--- src/qdr_sniffer_defs.svh ---
`ifndef QDR_SNIFFER_DEFS_SVH
`define QDR_SNIFFER_DEFS_SVH

// ####################
// Memory geometry
// ####################

`define QDR_ADDR_WIDTH 10       // Word address bits.
`define QDR_DATA_WIDTH 36       // Two 18-bit beats per word.
`define QDR_BE_WIDTH   4        // Byte lanes of 9 bits each.

// Read command to read data valid, in cycles.
`define QDR_LATENCY    9

// ####################
// Host window
// ####################

// Base inclusive, high exclusive, one word per address.
`define HOST_BASE      32'h0000_4000
`define HOST_HIGH      32'h0000_4400

`endif

--- src/qdr_sniffer_pkg.sv ---
package qdr_sniffer_pkg;

  // Arbiter states.
  typedef enum logic [1:0] {
    ARB_SLAVE         = 2'd0,   // Fabric slave owns the memory port.
    ARB_SLAVE_WAIT    = 2'd1,   // Let the last slave command drain.
    ARB_BACKDOOR      = 2'd2,   // One slot for the host.
    ARB_BACKDOOR_WAIT = 2'd3    // Recovery before the slave returns.
  } arb_state_t;

  // Command opcode on the backdoor and memory ports.
  typedef enum logic [1:0] {
    QDR_NOP   = 2'd0,
    QDR_READ  = 2'd1,
    QDR_WRITE = 2'd2
  } qdr_op_t;

endpackage

--- src/qdr_host_port.sv ---
`timescale 1ns/1ps
`include "qdr_sniffer_defs.svh"

module qdr_host_port (
  input  logic                          qdr_clk,
  input  logic                          qdr_rst,
  input  logic                          host_en,
  input  logic                          host_rnw,
  input  logic [31:0]                   host_addr,
  input  logic [31:0]                   host_wdata,
  input  logic [3:0]                    host_be,
  output logic [31:0]                   host_rdata,
  output logic                          host_ack,
  output qdr_sniffer_pkg::qdr_op_t      backdoor_op,
  output logic [`QDR_ADDR_WIDTH-1:0]    backdoor_addr,
  output logic [`QDR_DATA_WIDTH-1:0]    backdoor_wdata,
  output logic [`QDR_BE_WIDTH-1:0]      backdoor_be,
  input  logic                          backdoor_grant,
  input  logic                          backdoor_rvld,
  input  logic [`QDR_DATA_WIDTH-1:0]    backdoor_rdata
);

  import qdr_sniffer_pkg::*;

  localparam int LANE_W = `QDR_DATA_WIDTH / `QDR_BE_WIDTH;

  logic                       in_window;
  logic [31:0]                offset;
  logic [`QDR_DATA_WIDTH-1:0] packed_wdata;
  logic                       rd_wait;
  logic                       busy;
  logic                       accept;

  assign in_window = (host_addr >= `HOST_BASE) && (host_addr < `HOST_HIGH);
  assign offset    = host_addr - `HOST_BASE;
  assign busy      = (backdoor_op != QDR_NOP) || rd_wait;
  assign accept    = host_en && in_window && !busy;   // Others are dropped.

  // Host byte i lands in lane i, top bit of the lane cleared.
  always_comb begin
    for (int i = 0; i < `QDR_BE_WIDTH; i++) begin
      packed_wdata[LANE_W*i +: LANE_W] = {1'b0, host_wdata[8*i +: 8]};
    end
  end

  // ####################
  // Request and acknowledge
  // ####################

  always_ff @(posedge qdr_clk) begin
    if (qdr_rst) begin
      backdoor_op <= QDR_NOP;
      rd_wait     <= 1'b0;
      host_ack    <= 1'b0;
    end else begin
      host_ack <= 1'b0;
      if (accept) begin
        backdoor_op <= host_rnw ? QDR_READ : QDR_WRITE;
      end
      if (backdoor_grant) begin
        backdoor_op <= QDR_NOP;
        if (backdoor_op == QDR_WRITE) begin
          host_ack <= 1'b1;     // Write is done once issued.
        end else begin
          rd_wait <= 1'b1;
        end
      end
      if (rd_wait && backdoor_rvld) begin
        rd_wait  <= 1'b0;
        host_ack <= 1'b1;
      end
    end
  end

  always_ff @(posedge qdr_clk) begin
    if (accept) begin
      backdoor_addr  <= offset[`QDR_ADDR_WIDTH-1:0];
      backdoor_wdata <= packed_wdata;
      backdoor_be    <= host_be;
    end
    if (rd_wait && backdoor_rvld) begin
      for (int i = 0; i < `QDR_BE_WIDTH; i++) begin
        host_rdata[8*i +: 8] <= backdoor_rdata[LANE_W*i +: 8];
      end
    end
  end

endmodule

--- config.mk ---
export PLATFORM = sky130hd
export DESIGN_NAME = qdr_host_port
export DESIGN_NICKNAME = d
export VERILOG_FILES = /design/src/qdr_sniffer_pkg.sv /design/src/qdr_host_port.sv
export VERILOG_INCLUDE_DIRS = /design/src
export SDC_FILE = /design/constraint.sdc
export NUM_CORES = 1
export LEC_CHECK = 0
export ABC_AREA = 1
export ABC_CLOCK_PERIOD_IN_PS = 3000
export BUFFER_PORTS_ARGS = -buffer_cell sky130_fd_sc_hd__buf_4
export CAP_MARGIN = 20
export CORE_ASPECT_RATIO = 1.5
export CORE_MARGIN = 1.5
export CORE_UTILIZATION = 36
export CTS_BUF_LIST = sky130_fd_sc_hd__clkbuf_16
export DETAILED_ROUTE_END_ITERATION = 10
export PLACE_DENSITY = 0.75
export REMOVE_ABC_BUFFERS = 1
export SLEW_MARGIN = 25
export SYNTH_ARGS = -nofsm -noshare
export SYNTH_HDL_FRONTEND = slang
export SYNTH_SLANG_ARGS = --single-unit
--- constraint.sdc ---
create_clock -name qdr_clk -period 3 [get_ports qdr_clk]
set_clock_uncertainty 0.05 [all_clocks]
set_input_delay 0.45 -clock qdr_clk [delete_from_list [all_inputs] [get_ports qdr_clk]]
set_output_delay 0.45 -clock qdr_clk [all_outputs]
set_load 0.03 [all_outputs]
---- Word level (Yosys, flattened, before mapping) ----
Cells that the tools add are included.
storage, ports and cells
  register bits after elaboration ......... 82
  input port bits ......................... 110
  word-level logic and storage cells ...... 26
operators by class
  add/subtract/negate cells ............... 1
  $lt $le $gt $ge ......................... 2
  eq/ne operators ......................... 1
  mux-type cells .......................... 4
  bitwise gates (word level) .............. 1
  reduce and logical (&&, ||, !) cells .... 10
operators by type and width
  kind                   count
  $ge 32x15->1 const B   1
  $lt 32x15->1 const B   1
  $sub 10x1->10 const B  1
  $logic_and 1x1->1      4
  $reduce_or 2->1        2
  $mux 1                 3
  $eq 2x2->1 const B     1
  $mux 2                 1
  $reduce_and 2->1       1
  $reduce_bool 2->1      1
  $logic_not 1->1        1
  $logic_or 1x1->1       1
  $not 1->1              1

---- Depth between registers and ports, before layout ----
  depth in word-level cells ............... 4
  mapped depth ............................ 6
  mapped depth without buffers ............ 6

---- Worst setup path after synthesis ----
No wires, ideal clock.
  path kind ............................... flip-flop to flip-flop
  start ................................... register backdoor_op[1]
  end ..................................... register backdoor_addr[0], enable pin
  setup time .............................. 449 ps
  arrival time ............................ 2777 ps
  data required time ...................... 2501 ps
  path slack .............................. -277 ps
  stages on the path, launching flop included .. 4
  buffers on the path ..................... 0
  cell sequence ........................... dfxtp_1 nor4_1 nand3b_1 nor2_1
between the ends
  cells in the longest elaborated chain, start to end .. 4
ends and longest elaborated chain
  element                 RTL line             text
  from (decl)             qdr_host_port.sv:14  output qdr_sniffer_pkg::qdr_op_t backdoor_op,
  from (signal assigned)  qdr_host_port.sv:58  backdoor_op <= host_rnw ? QDR_READ : QDR_WRITE;
  $reduce_bool 2->1       qdr_host_port.sv:36  assign busy = (backdoor_op != QDR_NOP) || rd_wait;
  $logic_or 1x1->1        qdr_host_port.sv:36
  $logic_not 1->1         qdr_host_port.sv:37  assign accept = host_en && in_window && !busy;
  $logic_and 1x1->1       qdr_host_port.sv:37
  net accept              qdr_host_port.sv:32  logic accept;
  to (signal assigned)    qdr_host_port.sv:77  backdoor_addr <= offset[`QDR_ADDR_WIDTH-1:0];
  to (decl)               qdr_host_port.sv:15  output logic [`QDR_ADDR_WIDTH-1:0] backdoor_addr,
The timed path passes the listed nets, and every way through them passes these cells.
A chain may end at the register's enable or synchronous reset.

---- Worst setup path after layout ----
  start ................................... register backdoor_op[1]
  end ..................................... register backdoor_addr[7], enable pin
The elaborated chain is that of the path after synthesis.

==> key figures <==
Pwr
  – Switch share: 20.1%
  – VDD IR max: 0.338 mV
  – Seq pwr share: 53.0%
  – Internal power: 0.00193 W
  – Clk network pwr share: 39.1%
  – Leakage: 1.87 nW
  – Power Dens Cells: 540 nW/um^2
  – Gate power share: 8.0%
  – Power Total: 0.00242 W
  – NetSw: 0.000485 W

Final layout
  – Fin util: 61.9%
  – Post-route cell area: 4480 sq um
  – Register Area: 2420 sq um
  – ANT cells: 0
  – Layout cells sized above 1: 60.6%
  – Multi-input gate area: 236 sq um
  – Fill cell count: 587
  – Nets@finish: 445
  – P&R area growth vs syn: 66.3%

Clock network
  – Worst-case clock buffer depth: 2
  – Hold buffers post-CTS: 0
  – Number of buffers created by CTS: 9
  – Worst-skew pair later-pin latency: 0.32 ns
  – CTS tree: yes
  – Setup Fix Bufs, Post-CTS: 0
  – Root Buffer: clkbuf_16
  – Clock slew at reported path FFs: 0.06 ns
  – Sink Count: 82
  – Post-CTS sizing: 0
  – H-tree depth: 3

Yosys
  – Area of the mapped netlist: 2690 sq um
  – Share of the synthesized area in the top cell type: 87.0%
  – Number of synthesized flops with an enable pin: 78
  – Register area share after synthesis: 90.0%
  – Synth unique cells: 16
  – Syn Inst Count: 137
  – Most used DFF post-synth: edfxtp_1
  – Top cells by count, synth: edfxtp_1 (78), nor2_1 (17), nand2_1 (7)
  – Dominant cells by area after synthesis: edfxtp_1 (87%), dfxtp_1 (3.0%), nor2_1 (2.4%), buf_4 (1.1%), nand2_1 (0.98%)
  – Most frequent cell after synthesis: edfxtp_1
  – Yosys warns: 0
  – Mean Syn Cell Area: 19.7 sq um
  – Post-synth top area cell: edfxtp_1
  – Seq cells post-synth: 82
  – Ys async rst share: 0%

Timing
  – Hold slack: 0.243 ns
  – Fmax: 0.534 GHz
  – Final Max Tran Viols: 0
  – Worst-Margin Slew: 0.577 ns
  – Setup ws final: 1.13 ns
  – Fin crit share: 62.5%
  – Final Hold Viols: 0
  – Slew HR: 61.5%
  – Number of setup violations in the final report: 0
  – RSZ-0062 raised after global routing: false
  – Min Tclk post-route: 1.87 ns

GRT
  – Initial antenna violation count: 0
  – M2 GR Usage: 24.8%
  – Most Crowded Layer GR: met2
  – Global Route Usage Sum: 14.2%
  – Maximum number of pins on one net before global-route repair: 47
  – Met1 usage: 14.3%
  – Vias in the first global route: 1747
  – GRT overflow: 0
  – M3 GR Usage: 5.36%
  – First-pass GRT wire length: 8200 microns

Place
  – DP HPWL: 4650 microns
  – Pre-CTS setup slack: 0.939 ns
  – Buffers on Ports: 186
  – Final Wtd Congestion: 0.796
  – Post-DP Area: 4220 sq um

Critical path
  – Startpoint Class: register
  – Worst EP required: 2.91 ns
  – Crit path kind: reg2reg
  – FF-to-FF Start: backdoor_op[1]
  – CP max FO: 46
  – R2r setup slk: 1.13 ns
  – CP arrival: 1.78 ns
  – CP Capture Type: register
  – Reg2reg path depth: 4
  – Worst R2R End: backdoor_addr[7]

Floorplan
  – I/O pin total: 195
  – Die area: 8020 sq um
  – Core Area: 7230 sq um
  – Row count: 38
  – Die Y: 109 microns
  – Die width: 73.6 microns
  – Initial Utilization: 37.3%

Detailed routing
  – Initial DRC Count: 82
  – Vias per cell: 4.30
  – Drc violations: 0
  – Final antenna-violating net count: 0
  – First-pass detailed-route iteration total: 4
  – Vias after detailed routing: 1894
  – WL per Instance: 13.7 microns
  – Post-Route WL: 6020 microns

Hold path
  – Hold crit path type: in2reg
  – Hold path cells: 2
  – Hold endpoint: host_ack
  – HP Start: qdr_rst

Job
  – Max-cap violations: 0

Status
  – Status: completed
[layout by cell type (no fill, tap or decap)]
cell type / n
nor2_1: 16
nor2_4: 2
inv_6: 1
edfxtp_1: 78
nand2_1: 7
nor2_2: 3
clkinv_2: 2
dfxtp_1: 4
or2_2: 1
clkinv_1: 4
buf_4: 188
nor3_1: 1
a21oi_1: 4
clkbuf_16: 9
conb_1: 4
inv_1: 6
nand4_1: 3
nand3b_1: 2
nand3_1: 2
nor4_1: 3
[layer usage]
metal,share of wire (%),vias to the layer above
li1,-,903
met1,32,863
met2,56,119
met3,9.5,9
met4,2.0,0
met5,0,-
[through the flow]
stage	cells	setup TNS, ns
finish	440	0
global route	440	0
CTS	440	0
detailed placement	424	0
global placement	424	0
floorplan	136	-12.73
[power groups by stage]
stage / clock [W] / combinational [W] / sequential [W]
final: 0.000945 / 0.000192 / 0.00128
after global routing: 0.00103 / 0.000204 / 0.00128
after CTS: 0.000981 / 0.000194 / 0.00128
after detailed placement: 0 / 0.000194 / 0.00130
after global placement: 0 / 0.000190 / 0.00130
after floorplan: 0 / 0.0000246 / 0.00134
[sequential cells by signal, indices dropped and copies added (netlist names)]
name	flops
backdoor_op	2
backdoor_wdata	32
host_ack	1
rd_wait	1
backdoor_be	4
backdoor_addr	10
host_rdata	32
[logic make-up after synthesis]
logic type / after synthesis / synth area share, %
buf+inv: 10 / 1.95
compound gates: 4 / 0.744
flops: 82 / 90.0
simple gates: 40 / 7.20
other cells: 1 / 0.139
[layout make-up]
| class | count | area share, % |
|---|---|---|
| timing repair buffer | 188 | 31.5 |
| inverter | 6 | 0.503 |
| clock buffer | 9 | 5.03 |
| multi-input combinational | 48 | 5.28 |
| clock inverter | 7 | 0.755 |
| sequential | 82 | 54.1 |
| tap | 100 | 2.79 |
[how the worst max path moves through the flow]
stage	start	to	slack, ns	depth (start not counted)
floorplan	backdoor_op[1]	backdoor_addr[0]	-0.28	3
global placement	host_addr[23]	backdoor_addr[9]	0.93	5
detailed placement	host_addr[23]	backdoor_wdata[9]	0.94	5
CTS	backdoor_op[1]	backdoor_wdata[32]	1.12	4
global route	backdoor_op[1]	backdoor_be[1]	1.00	4
finish	backdoor_op[1]	backdoor_addr[7]	1.13	4
[critical path, cell delays in order, from the launching register on]
cell,delay (ns)
dfxtp_1,0.35
nor4_1,0.32
nand3b_1,0.17
nor2_4,0.12
buf_4,0.48
Note: power is estimated with default switching activity, not from simulation.
