$ cat src/qdr_sniffer_defs.svh
`ifndef QDR_SNIFFER_DEFS_SVH
`define QDR_SNIFFER_DEFS_SVH

// ####################
// Memory geometry
// ####################

`define QDR_ADDR_WIDTH 10       // Word address bits.
`define QDR_DATA_WIDTH 36       // Two 18-bit beats per word.
`define QDR_BE_WIDTH   4        // Byte lanes of 9 bits each.

// Read command to read data valid, in cycles.
`define QDR_LATENCY    9

// ####################
// Host window
// ####################

// Base inclusive, high exclusive, one word per address.
`define HOST_BASE      32'h0000_4000
`define HOST_HIGH      32'h0000_4400

`endif

$ cat src/qdr_sniffer_pkg.sv
package qdr_sniffer_pkg;

  // Arbiter states.
  typedef enum logic [1:0] {
    ARB_SLAVE         = 2'd0,   // Fabric slave owns the memory port.
    ARB_SLAVE_WAIT    = 2'd1,   // Let the last slave command drain.
    ARB_BACKDOOR      = 2'd2,   // One slot for the host.
    ARB_BACKDOOR_WAIT = 2'd3    // Recovery before the slave returns.
  } arb_state_t;

  // Command opcode on the backdoor and memory ports.
  typedef enum logic [1:0] {
    QDR_NOP   = 2'd0,
    QDR_READ  = 2'd1,
    QDR_WRITE = 2'd2
  } qdr_op_t;

endpackage

$ cat src/qdr_arbiter.sv
`timescale 1ns/1ps
`include "qdr_sniffer_defs.svh"

module qdr_arbiter (
  input  logic                          qdr_clk,
  input  logic                          qdr_rst,
  // Fabric slave.
  input  logic [`QDR_ADDR_WIDTH-1:0]    slave_addr,
  input  logic                          slave_wr_strb,
  input  logic [`QDR_DATA_WIDTH-1:0]    slave_wr_data,
  input  logic [`QDR_BE_WIDTH-1:0]      slave_wr_be,
  input  logic                          slave_rd_strb,
  output logic                          slave_ack,
  output logic [`QDR_DATA_WIDTH-1:0]    slave_rd_data,
  output logic                          slave_rd_dvld,
  // Host backdoor.
  input  qdr_sniffer_pkg::qdr_op_t      backdoor_op,
  input  logic [`QDR_ADDR_WIDTH-1:0]    backdoor_addr,
  input  logic [`QDR_DATA_WIDTH-1:0]    backdoor_wdata,
  input  logic [`QDR_BE_WIDTH-1:0]      backdoor_be,
  output logic                          backdoor_grant,
  output logic [`QDR_DATA_WIDTH-1:0]    backdoor_rdata,
  output logic                          backdoor_rvld,
  // Memory master.
  output qdr_sniffer_pkg::qdr_op_t      mem_op,
  output logic [`QDR_ADDR_WIDTH-1:0]    mem_addr,
  output logic [`QDR_DATA_WIDTH-1:0]    mem_wdata,
  output logic [`QDR_BE_WIDTH-1:0]      mem_be,
  input  logic [`QDR_DATA_WIDTH-1:0]    mem_rdata,
  input  logic                          mem_rvld
);

  import qdr_sniffer_pkg::*;

  arb_state_t               state;
  logic [`QDR_LATENCY-1:0]  tag_pipe;     // Set where the read was the backdoor's.
  logic                     slave_strb;

  assign slave_strb = slave_wr_strb || slave_rd_strb;

  // ####################
  // Arbitration FSM
  // ####################

  always_ff @(posedge qdr_clk) begin
    if (qdr_rst) begin
      state <= ARB_SLAVE;
    end else begin
      case (state)
        ARB_SLAVE: begin
          if (backdoor_op != QDR_NOP) begin
            state <= slave_strb ? ARB_SLAVE_WAIT : ARB_BACKDOOR;
          end
        end
        ARB_SLAVE_WAIT:    state <= ARB_BACKDOOR;
        ARB_BACKDOOR:      state <= ARB_BACKDOOR_WAIT;   // Single slot only.
        ARB_BACKDOOR_WAIT: state <= ARB_SLAVE;
        default:           state <= ARB_SLAVE;
      endcase
    end
  end

  assign slave_ack      = (state == ARB_SLAVE);
  assign backdoor_grant = (state == ARB_BACKDOOR);

  // Command mux onto the memory port.
  always_comb begin
    mem_op = QDR_NOP;
    if (slave_ack) begin
      if (slave_wr_strb) begin
        mem_op = QDR_WRITE;
      end else if (slave_rd_strb) begin
        mem_op = QDR_READ;
      end
    end else if (backdoor_grant) begin
      mem_op = backdoor_op;
    end
  end

  assign mem_addr  = backdoor_grant ? backdoor_addr  : slave_addr;
  assign mem_wdata = backdoor_grant ? backdoor_wdata : slave_wr_data;
  assign mem_be    = backdoor_grant ? backdoor_be    : slave_wr_be;

  // ####################
  // Read return steering
  // ####################

  always_ff @(posedge qdr_clk) begin
    if (qdr_rst) begin
      tag_pipe <= '0;
    end else begin
      tag_pipe <= {tag_pipe[`QDR_LATENCY-2:0], backdoor_grant};
    end
  end

  assign slave_rd_dvld  = mem_rvld && !tag_pipe[`QDR_LATENCY-1];
  assign backdoor_rvld  = mem_rvld && tag_pipe[`QDR_LATENCY-1];
  assign slave_rd_data  = mem_rdata;
  assign backdoor_rdata = mem_rdata;

endmodule

$ cat config.mk
export PLATFORM = sky130hd
export DESIGN_NAME = qdr_arbiter
export DESIGN_NICKNAME = d
export VERILOG_FILES = /design/src/qdr_sniffer_pkg.sv /design/src/qdr_arbiter.sv
export VERILOG_INCLUDE_DIRS = /design/src
export SDC_FILE = /design/constraint.sdc
export NUM_CORES = 1
export LEC_CHECK = 0
export BUFFER_PORTS_ARGS = -buffer_cell sky130_fd_sc_hd__buf_2
export CAP_MARGIN = 20
export CORE_AREA = 2 2 106 108
export CTS_BUF_LIST = sky130_fd_sc_hd__clkbuf_8
export CTS_CLUSTER_SIZE = 10
export DETAILED_ROUTE_END_ITERATION = 12
export DIE_AREA = 0 0 108 110
export MAX_ROUTING_LAYER = met4
export SETUP_SLACK_MARGIN = 0.15
export SYNTH_ARGS = -nofsm -noshare
export SYNTH_HDL_FRONTEND = slang
export SYNTH_SLANG_ARGS = --single-unit
$ cat constraint.sdc
create_clock -name qdr_clk -period 1.75 [get_ports qdr_clk]
set_input_delay 0.0875 -clock qdr_clk [delete_from_list [all_inputs] [get_ports qdr_clk]]
set_output_delay 0.0875 -clock qdr_clk [all_outputs]
set_load 0.01 [all_outputs]
After elaboration in Yosys (flattened, before gate mapping) --
Index checks and enable logic that the tools add are counted.
Storage, ports and cells: register bits 11, bits of input ports 143, logic and storage cells 22
Operators by class: eq/ne operators 4, muxes and demuxes 10, reduce and logical (&&, ||, !) cells 6
Operators by type and width (count):
- two-way mux 36 bit | 1
- two-way mux 10 bit | 1
- two-way mux 2 bit | 5
- one-hot mux 2 bit (4 select lines) | 1
- == test 2 bit, second input constant | 2
- two-way mux 4 bit | 1
- == test 2 x 1 -> 1 bit, second input constant | 1
- logical AND 1 bit | 2
- zero test 2 bit | 1
- != test 2 x 1 -> 1 bit, second input constant | 1
- nonzero test 2 bit | 1
- zero test 1 bit | 1
- logical OR 1 bit | 1
- two-way mux 1 bit | 1

Longest topological paths before layout --
Gate-level depths: netlist of the first run.
depth in word-level cells 4, depth in mapped cells 5

Worst setup path after synthesis of the first run --
Ideal clock, no wire load.
path kind register to output, start register state[0], end output port mem_addr[0], arrival 1.314 ns, data required time 1.662 ns, slack 0.348 ns, cell stages (with the launch flop) 6, cell sequence dfxtp_1 > inv_1 > ha_1 > buf_2 > buf_6 > mux2_1
Between the ends: longest elaborated chain between the ends 2
Ends and longest elaborated chain:
- from (decl) | line qdr_arbiter.sv:35 | arb_state_t state;
- from (signal assigned) | line qdr_arbiter.sv:52 | state <= slave_strb ? ARB_SLAVE_WAIT : ARB_BACKDOOR;
- == test 2 bit | line qdr_arbiter.sv:64 | assign backdoor_grant = (state == ARB_BACKDOOR);
- via backdoor_grant | line qdr_arbiter.sv:21 | output logic backdoor_grant,
- two-way mux 10 bit | line qdr_arbiter.sv:80 | assign mem_addr = backdoor_grant ? backdoor_addr : slave_addr;
- to (decl) | line qdr_arbiter.sv:26 | output logic [`QDR_ADDR_WIDTH-1:0] mem_addr,
The timed path passes the listed nets, and every way through them passes these cells.

Worst setup path in the final report of the first run --
start register state[0], end output port mem_wdata[14]
Between the ends: longest elaborated chain between the ends 2
Ends and longest elaborated chain:
- == test 2 bit | line qdr_arbiter.sv:64
- two-way mux 36 bit | line qdr_arbiter.sv:81 | assign mem_wdata = backdoor_grant ? backdoor_wdata : slave_wr_data;
- to (decl) | line qdr_arbiter.sv:27 | output logic [`QDR_DATA_WIDTH-1:0] mem_wdata,
No other way between the ends.

==> impl_results.md, run 1 <==
- F_max: between 600 and 700 MHz
- Multi-input combinational cell area: 800 sq um
- Clk sink count: 11
- Placed Area: 2020 sq um
- Routed WL: 5340 um
- WP buf/inv: 3
- Nets@finish: 412
- Vias in the first global route: 1,407
- Max-cap violations: 0
- Setup Skew: roughly 0.003 ns
- Minimum clock period: between 1.5 and 2 ns
- Initial core utilization: 15.0%
- Leakage: 1.13 nW
- Synth unique cells: 20
- Slew HR: between 70% and 80%
- Met3 Usage GRT: 3.17%
- CTS Hold Buffers Added: 0
- Slew @ Worst Pin: 0.359 ns
- Wire per inst: 13.2 um
- Port Buf Inserts: 162
- Worst EP required: approximately 1.7 ns
- Final ANT Viol Nets: 0
- Flops & latches, synth: 11
- Maximum number of pins on one net before global-route repair: 27
- GRT Residual Overflow: 0
- Synthesized cell area: around 1600 sq um
- Non-filler cells, final: about 410
- Grt met2 use: 13.3%
- Initial DRC Count: 47
- CTS Buffer Depth: 2
- Tot GR Track Use: 7.45%
- DRC viols: 0
- Total power draw: 2.39 mW
- Critical Path AT: between 1.5 and 2 ns
- Register area share after synthesis: 13.7%
- Reg clk slew, reported paths: 0.05 ns
- Worst min path class: in -> out
- DR pass1 iterations: 4
- Crit-path leading delay family: buffers and inverters
- Synthesis-to-layout area growth: 38.6%
- Outcome: complete, no violations
- Post-Syn Instances: roughly 170
- Routing usage on met1: 7.74%
- Hpwl dp: 4180 um
- First-pass GRT wire length: ~6600 um
- Core Util, Final: roughly a fifth
- Clock tree from TritonCTS: built
- Worst-path cell with the longest stage delay: mux2_1
- Synth area leader: mux2_1
- Share of the synthesized area in the top cell type: 34.4%
- Tcrit/Tclk final: 92.8%
- CP max FO: 14
- Synth area leaders: mux2_1 (34%), buf_4 (34%), dfxtp_1 (14%)
- Layout cells sized above 1: 69.8%
- Setup violators final: 0
- Clock root cell: clkbuf_8
- Diodes inserted: 0
- Slowest stage delay, CP: 0.35 ns
- Fillers: 1,183
- RSZ-0062 raised after global routing: yes
- Dpl ws: 0.298 ns
- Die area: 11,900 sq um
- Fin. max-slew vios: 0
- Final Cell Area: roughly 2200 sq um
- Final Hold Fails: 0
- Register Area: 224 sq um
- Antenna violations before repair: 0
- TritonCTS buffer count: 3
- CP endpoint kind: primary output
- Setup_tns: 0 ns
- Area of the core: 10,700 sq um
- Via total after detailed routing: 1,490
- Power Dens Cells: 1080 nW/um^2
- Die Y: 110 um
- I/O pin total: 271
- Maximum VDD drop: around 0.39 mV
- Worst hold margin: 0.175 ns
- Critical-path cell list: inv_2 -> ha_4 -> buf_12 -> mux2_1 -> buf_2
- Global routing's busiest layer: met2
- Syn avg cell area: 9.33 sq um
- Synth Net Count: ~320
- Fin worst setup slack: 0.125 ns
- Synth Warn #: 0
- Via-to-Cell Ratio: 3.68
- Critical path class: reg -> out
- Die width: between 100 and 150 um
- Dpl cells: just under 400
- H-Tree Depth: 1
- GP Congestion: 0.730
- Core Rows: 38
- Worst setup SP type: flip-flop
- Clk_lat worst skew: 0.23 ns
==> placed cells by master, fill, tap and decap left out, drive strengths merged, types with 2 or more instances in the layout <==
master,synthesis,layout
dfxtp,11,11
buf,79,168
mux2,50,50
ha,3,3
nor2,3,3
o21ai,2,2
clkbuf,1,4
inv,2,3
nor2b,10,10
nand2,4,4
==> logic make-up after synthesis <==
| family | share of synthesized area (%) |
|---|---|
| AO/OA/AOI/OAI | 2.49 |
| AND/OR/NAND/NOR | 7.48 |
| buffers and inverters | 38.9 |
| adder cells (fa/ha/maj) | 2.34 |
| flip-flops | 13.7 |
| multiplexers | 35.1 |
==> repair_timing <==
action                     4_1_cts  5_1_grt
buffers inserted                 0        2
setup endpoints to repair       50       46
gates cloned                     1        2
gates resized for setup          4       15
pin swaps                        1        0
==> state kept, by name, indices dropped and copies added, names as in the netlist <==
name and flops:
state 2, tag_pipe 9
==> cells in the mapped netlist <==
| cell type | count |
|---|---|
| or3_1 | 1 |
| nand3b_1 | 1 |
| buf_6 | 6 |
| nor3_1 | 1 |
| buf_4 | 72 |
| a2111oi_2 | 1 |
| nor2_1 | 3 |
| buf_2 | 1 |
| mux2_2 | 1 |
| ha_1 | 3 |
| and2_1 | 1 |
| inv_1 | 2 |
| nand2_1 | 4 |
| o21ai_0 | 2 |
| mux2_1 | 49 |
| nor2b_1 | 10 |
| clkbuf_1 | 1 |
| a311oi_2 | 1 |
| and3_1 | 1 |
| dfxtp_1 | 11 |
==> report_power, final <==
part | internal [mW] | total (mW) | switching, mW
logic | 0.990 | 1.84 | 0.852
clock network | 0.153 | 0.237 | 0.0840
registers | 0.292 | 0.315 | 0.0231
==> metal layers <==
metal  routed length (um)  up-vias
met2                 2480      167
met1                 1930      626
met4                   87        0
met3                  832       12
met5                    0        -
li1                     -      685
==> worst paths after layout <==
check                    startpoint                endpoint  slack [ns]  cells after the start
max           state[0]$_SDFFE_PP0P_           mem_wdata[14]        0.13                      5
min                    mem_rdata[5]        slave_rd_data[5]        0.18                      0
max reg2reg   state[0]$_SDFFE_PP0P_   state[0]$_SDFFE_PP0P_        0.28                      5
min reg2reg  tag_pipe[3]$_SDFF_PP0_  tag_pipe[4]$_SDFF_PP0_        0.43                      1
==> layout make-up <==
class                      count  share of cell area (%)
clock buffer                   3                    1.86
clock inverter                 1                   0.169
inverter                       2                   0.337
multi-input combinational     79                    35.9
sequential                    11                    10.1
tap                          140                    7.87
timing repair buffer         169                    43.8
(Power assumes the default switching activity.)
==> inputs of run 2 (changes only) <==
- PLACE_DENSITY_LB_ADDON: default -> 0.05
==> impl_results.md, run 2 (same netlist as run 1, synthesis figures left out) <==
- Outcome: complete, no violations
- Die width: 108 um
- DRC viols: 0
- Routed WL: 6170 um
- Wire per inst: 15.2 um
- Worst hold margin: 0.175 ns
- Diodes inserted: 0
- Setup violators final: 0
- Dpl cells: 396
- CTS Hold Buffers Added: 0
- Die Y: between 100 and 150 um
- Fin. max-slew vios: 0
- GRT Residual Overflow: 0
- Max-cap violations: 0
- H-Tree Depth: 1
- Initial DRC Count: 23
- Maximum VDD drop: 0.278 mV
- Worst min path class: in -> out
- Max reg flops: 9
- Nets@finish: ~410
- RSZ-0062 raised after global routing: yes
- TritonCTS buffer count: 3
- Non-filler cells, final: slightly above 400
- GP Congestion: 0.699
- Clock tree from TritonCTS: built
- Worst-path cell with the longest stage delay: mux2_1
- Final Hold Fails: 0
- F_max: 614 MHz
- Antenna violations before repair: 0
- Leakage: 1.12 nW
- Maximum number of pins on one net before global-route repair: 22
- R2R Path Start: state[0]$_SDFFE_PP0P_
- Initial core utilization: 15.0%
- Core Rows: 38
- Port Buf Inserts: ~160
- Reg clk slew, reported paths: about 0.050 ns
- Tot GR Track Use: 9.29%
- Clk_lat worst skew: about 0.23 ns
- Most frequent cells in the layout: buf_2 (157), mux2_1 (45), nor2b_1 (10)
- Leading cell type in the layout, fill and taps excluded: buf_2
- Area of the core: 10,700 sq um
- Setup_tns: 0 ns
- Slowest stage delay, CP: 0.33 ns
- Critical path class: reg -> out
- Vias in the first global route: about 1,400
- I/O pin total: 271
- Reg-to-reg endpoint: state[0]$_SDFFE_PP0P_
- Synthesis-to-layout area growth: 37.9%
- Core Util, Final: between 20% and 30%
- Setup Skew: around 0.004 ns
- Die area: 11,900 sq um
- Minimum clock period: 1.63 ns
- Final Cell Area: 2210 sq um
- Worst EP required: ~1.7 ns
- Critical Path AT: 1.54 ns
- Slew HR: 75.2%
- Power Dens Cells: 1080 nW/um^2
- Hpwl dp: between 5000 and 6000 um
- Worst setup SP type: flip-flop
- Largest regs: tag_pipe: 9 flops, state: 2 flops
- CP endpoint kind: primary output
- Via total after detailed routing: 1,473
- Tcrit/Tclk final: 93.0%
- Clk sink count: 11
- DR pass1 iterations: 4
- Layout cells sized above 1: 69.1%
- CP max FO: 21
- Slew @ Worst Pin: ~0.37 ns
- CTS Buffer Depth: 2
- Final ANT Viol Nets: 0
- Dpl ws: approximately 0.25 ns
- Via-to-Cell Ratio: 3.64
- Worst R2R Path Depth: 5
- Crit. Startpoint: state[0]$_SDFFE_PP0P_
- Reg2reg setup slack: about 0.25 ns
- Critical-path cell list: inv_4 -> ha_4 -> buf_16 -> mux2_1 -> buf_2
- Crit path to: mem_wdata[20]
- Top reg by flops: tag_pipe
- First-pass GRT wire length: 8070 um
- Fin worst setup slack: 0.122 ns
- Clock root cell: clkbuf_8
- Placed Area: 2000 sq um
- Total power draw: between 2 and 2.5 mW
==> run 2: cell count changes in the layout (fill, tap and decap cells not counted), sizes merged <==
cell	change
clkbuf	+1
buf	-1
==> run 2: layout make-up <==
cell class | instances | area, sq um
fill | 1237 | 8480
timing repair buffer | 169 | 966
multi-input combinational | 79 | 792
sequential | 11 | 225
tap | 140 | 175
clock buffer | 3 | 41.3
inverter | 2 | 10.0
clock inverter | 1 | 3.75
==> run 2: metal layers <==
metal | track usage (%) | up-vias | part of all wire [%]
met1 | 8.13 | 647 | 33
li1 | - | 684 | -
met3 | 1.76 | 27 | 10
met2 | 19.3 | 115 | 54
met4 | 3.66 | 0 | 3.0
met5 | - | - | 0
==> run 2: report_power, final <==
part | total (mW) | switching [mW] | internal, mW
combinational | 1.83 | 0.860 | 0.968
sequential | 0.323 | 0.0285 | 0.294
clock | 0.239 | 0.0857 | 0.153
total | 2.39 | 0.974 | 1.42
==> run 2: worst min path at each step <==
stage / slack (ns) / endpoint / depth (start not counted) / startpoint
finish: 0.18 / backdoor_rdata[7] / 0 / mem_rdata[7]
global route: 0.18 / backdoor_rdata[2] / 0 / mem_rdata[2]
CTS: 0.18 / backdoor_rdata[33] / 0 / mem_rdata[33]
detailed placement: 0.18 / backdoor_rdata[33] / 0 / mem_rdata[33]
global placement: 0.18 / backdoor_rdata[33] / 0 / mem_rdata[33]
floorplan: 0.16 / state[0]$_SDFFE_PP0P_ / 1 / qdr_rst
==> run 2: timing repair <==
item | in CTS | in global routing
setup buffers | 0 | 2
hold endpoints to repair | 0 | 0
resized for setup | 4 | 14
gates cloned | 1 | 2
pin swaps | 0 | 0
endpoints found under the setup margin | 50 | 50
==> run 2: worst max-delay path: cells and delay by family (launching register included) <==
kind / cells / cell delay, ns
buf+inv: 3 / 0.40
flops: 1 / 0.32
fa+ha+maj: 1 / 0.23
mux: 1 / 0.33
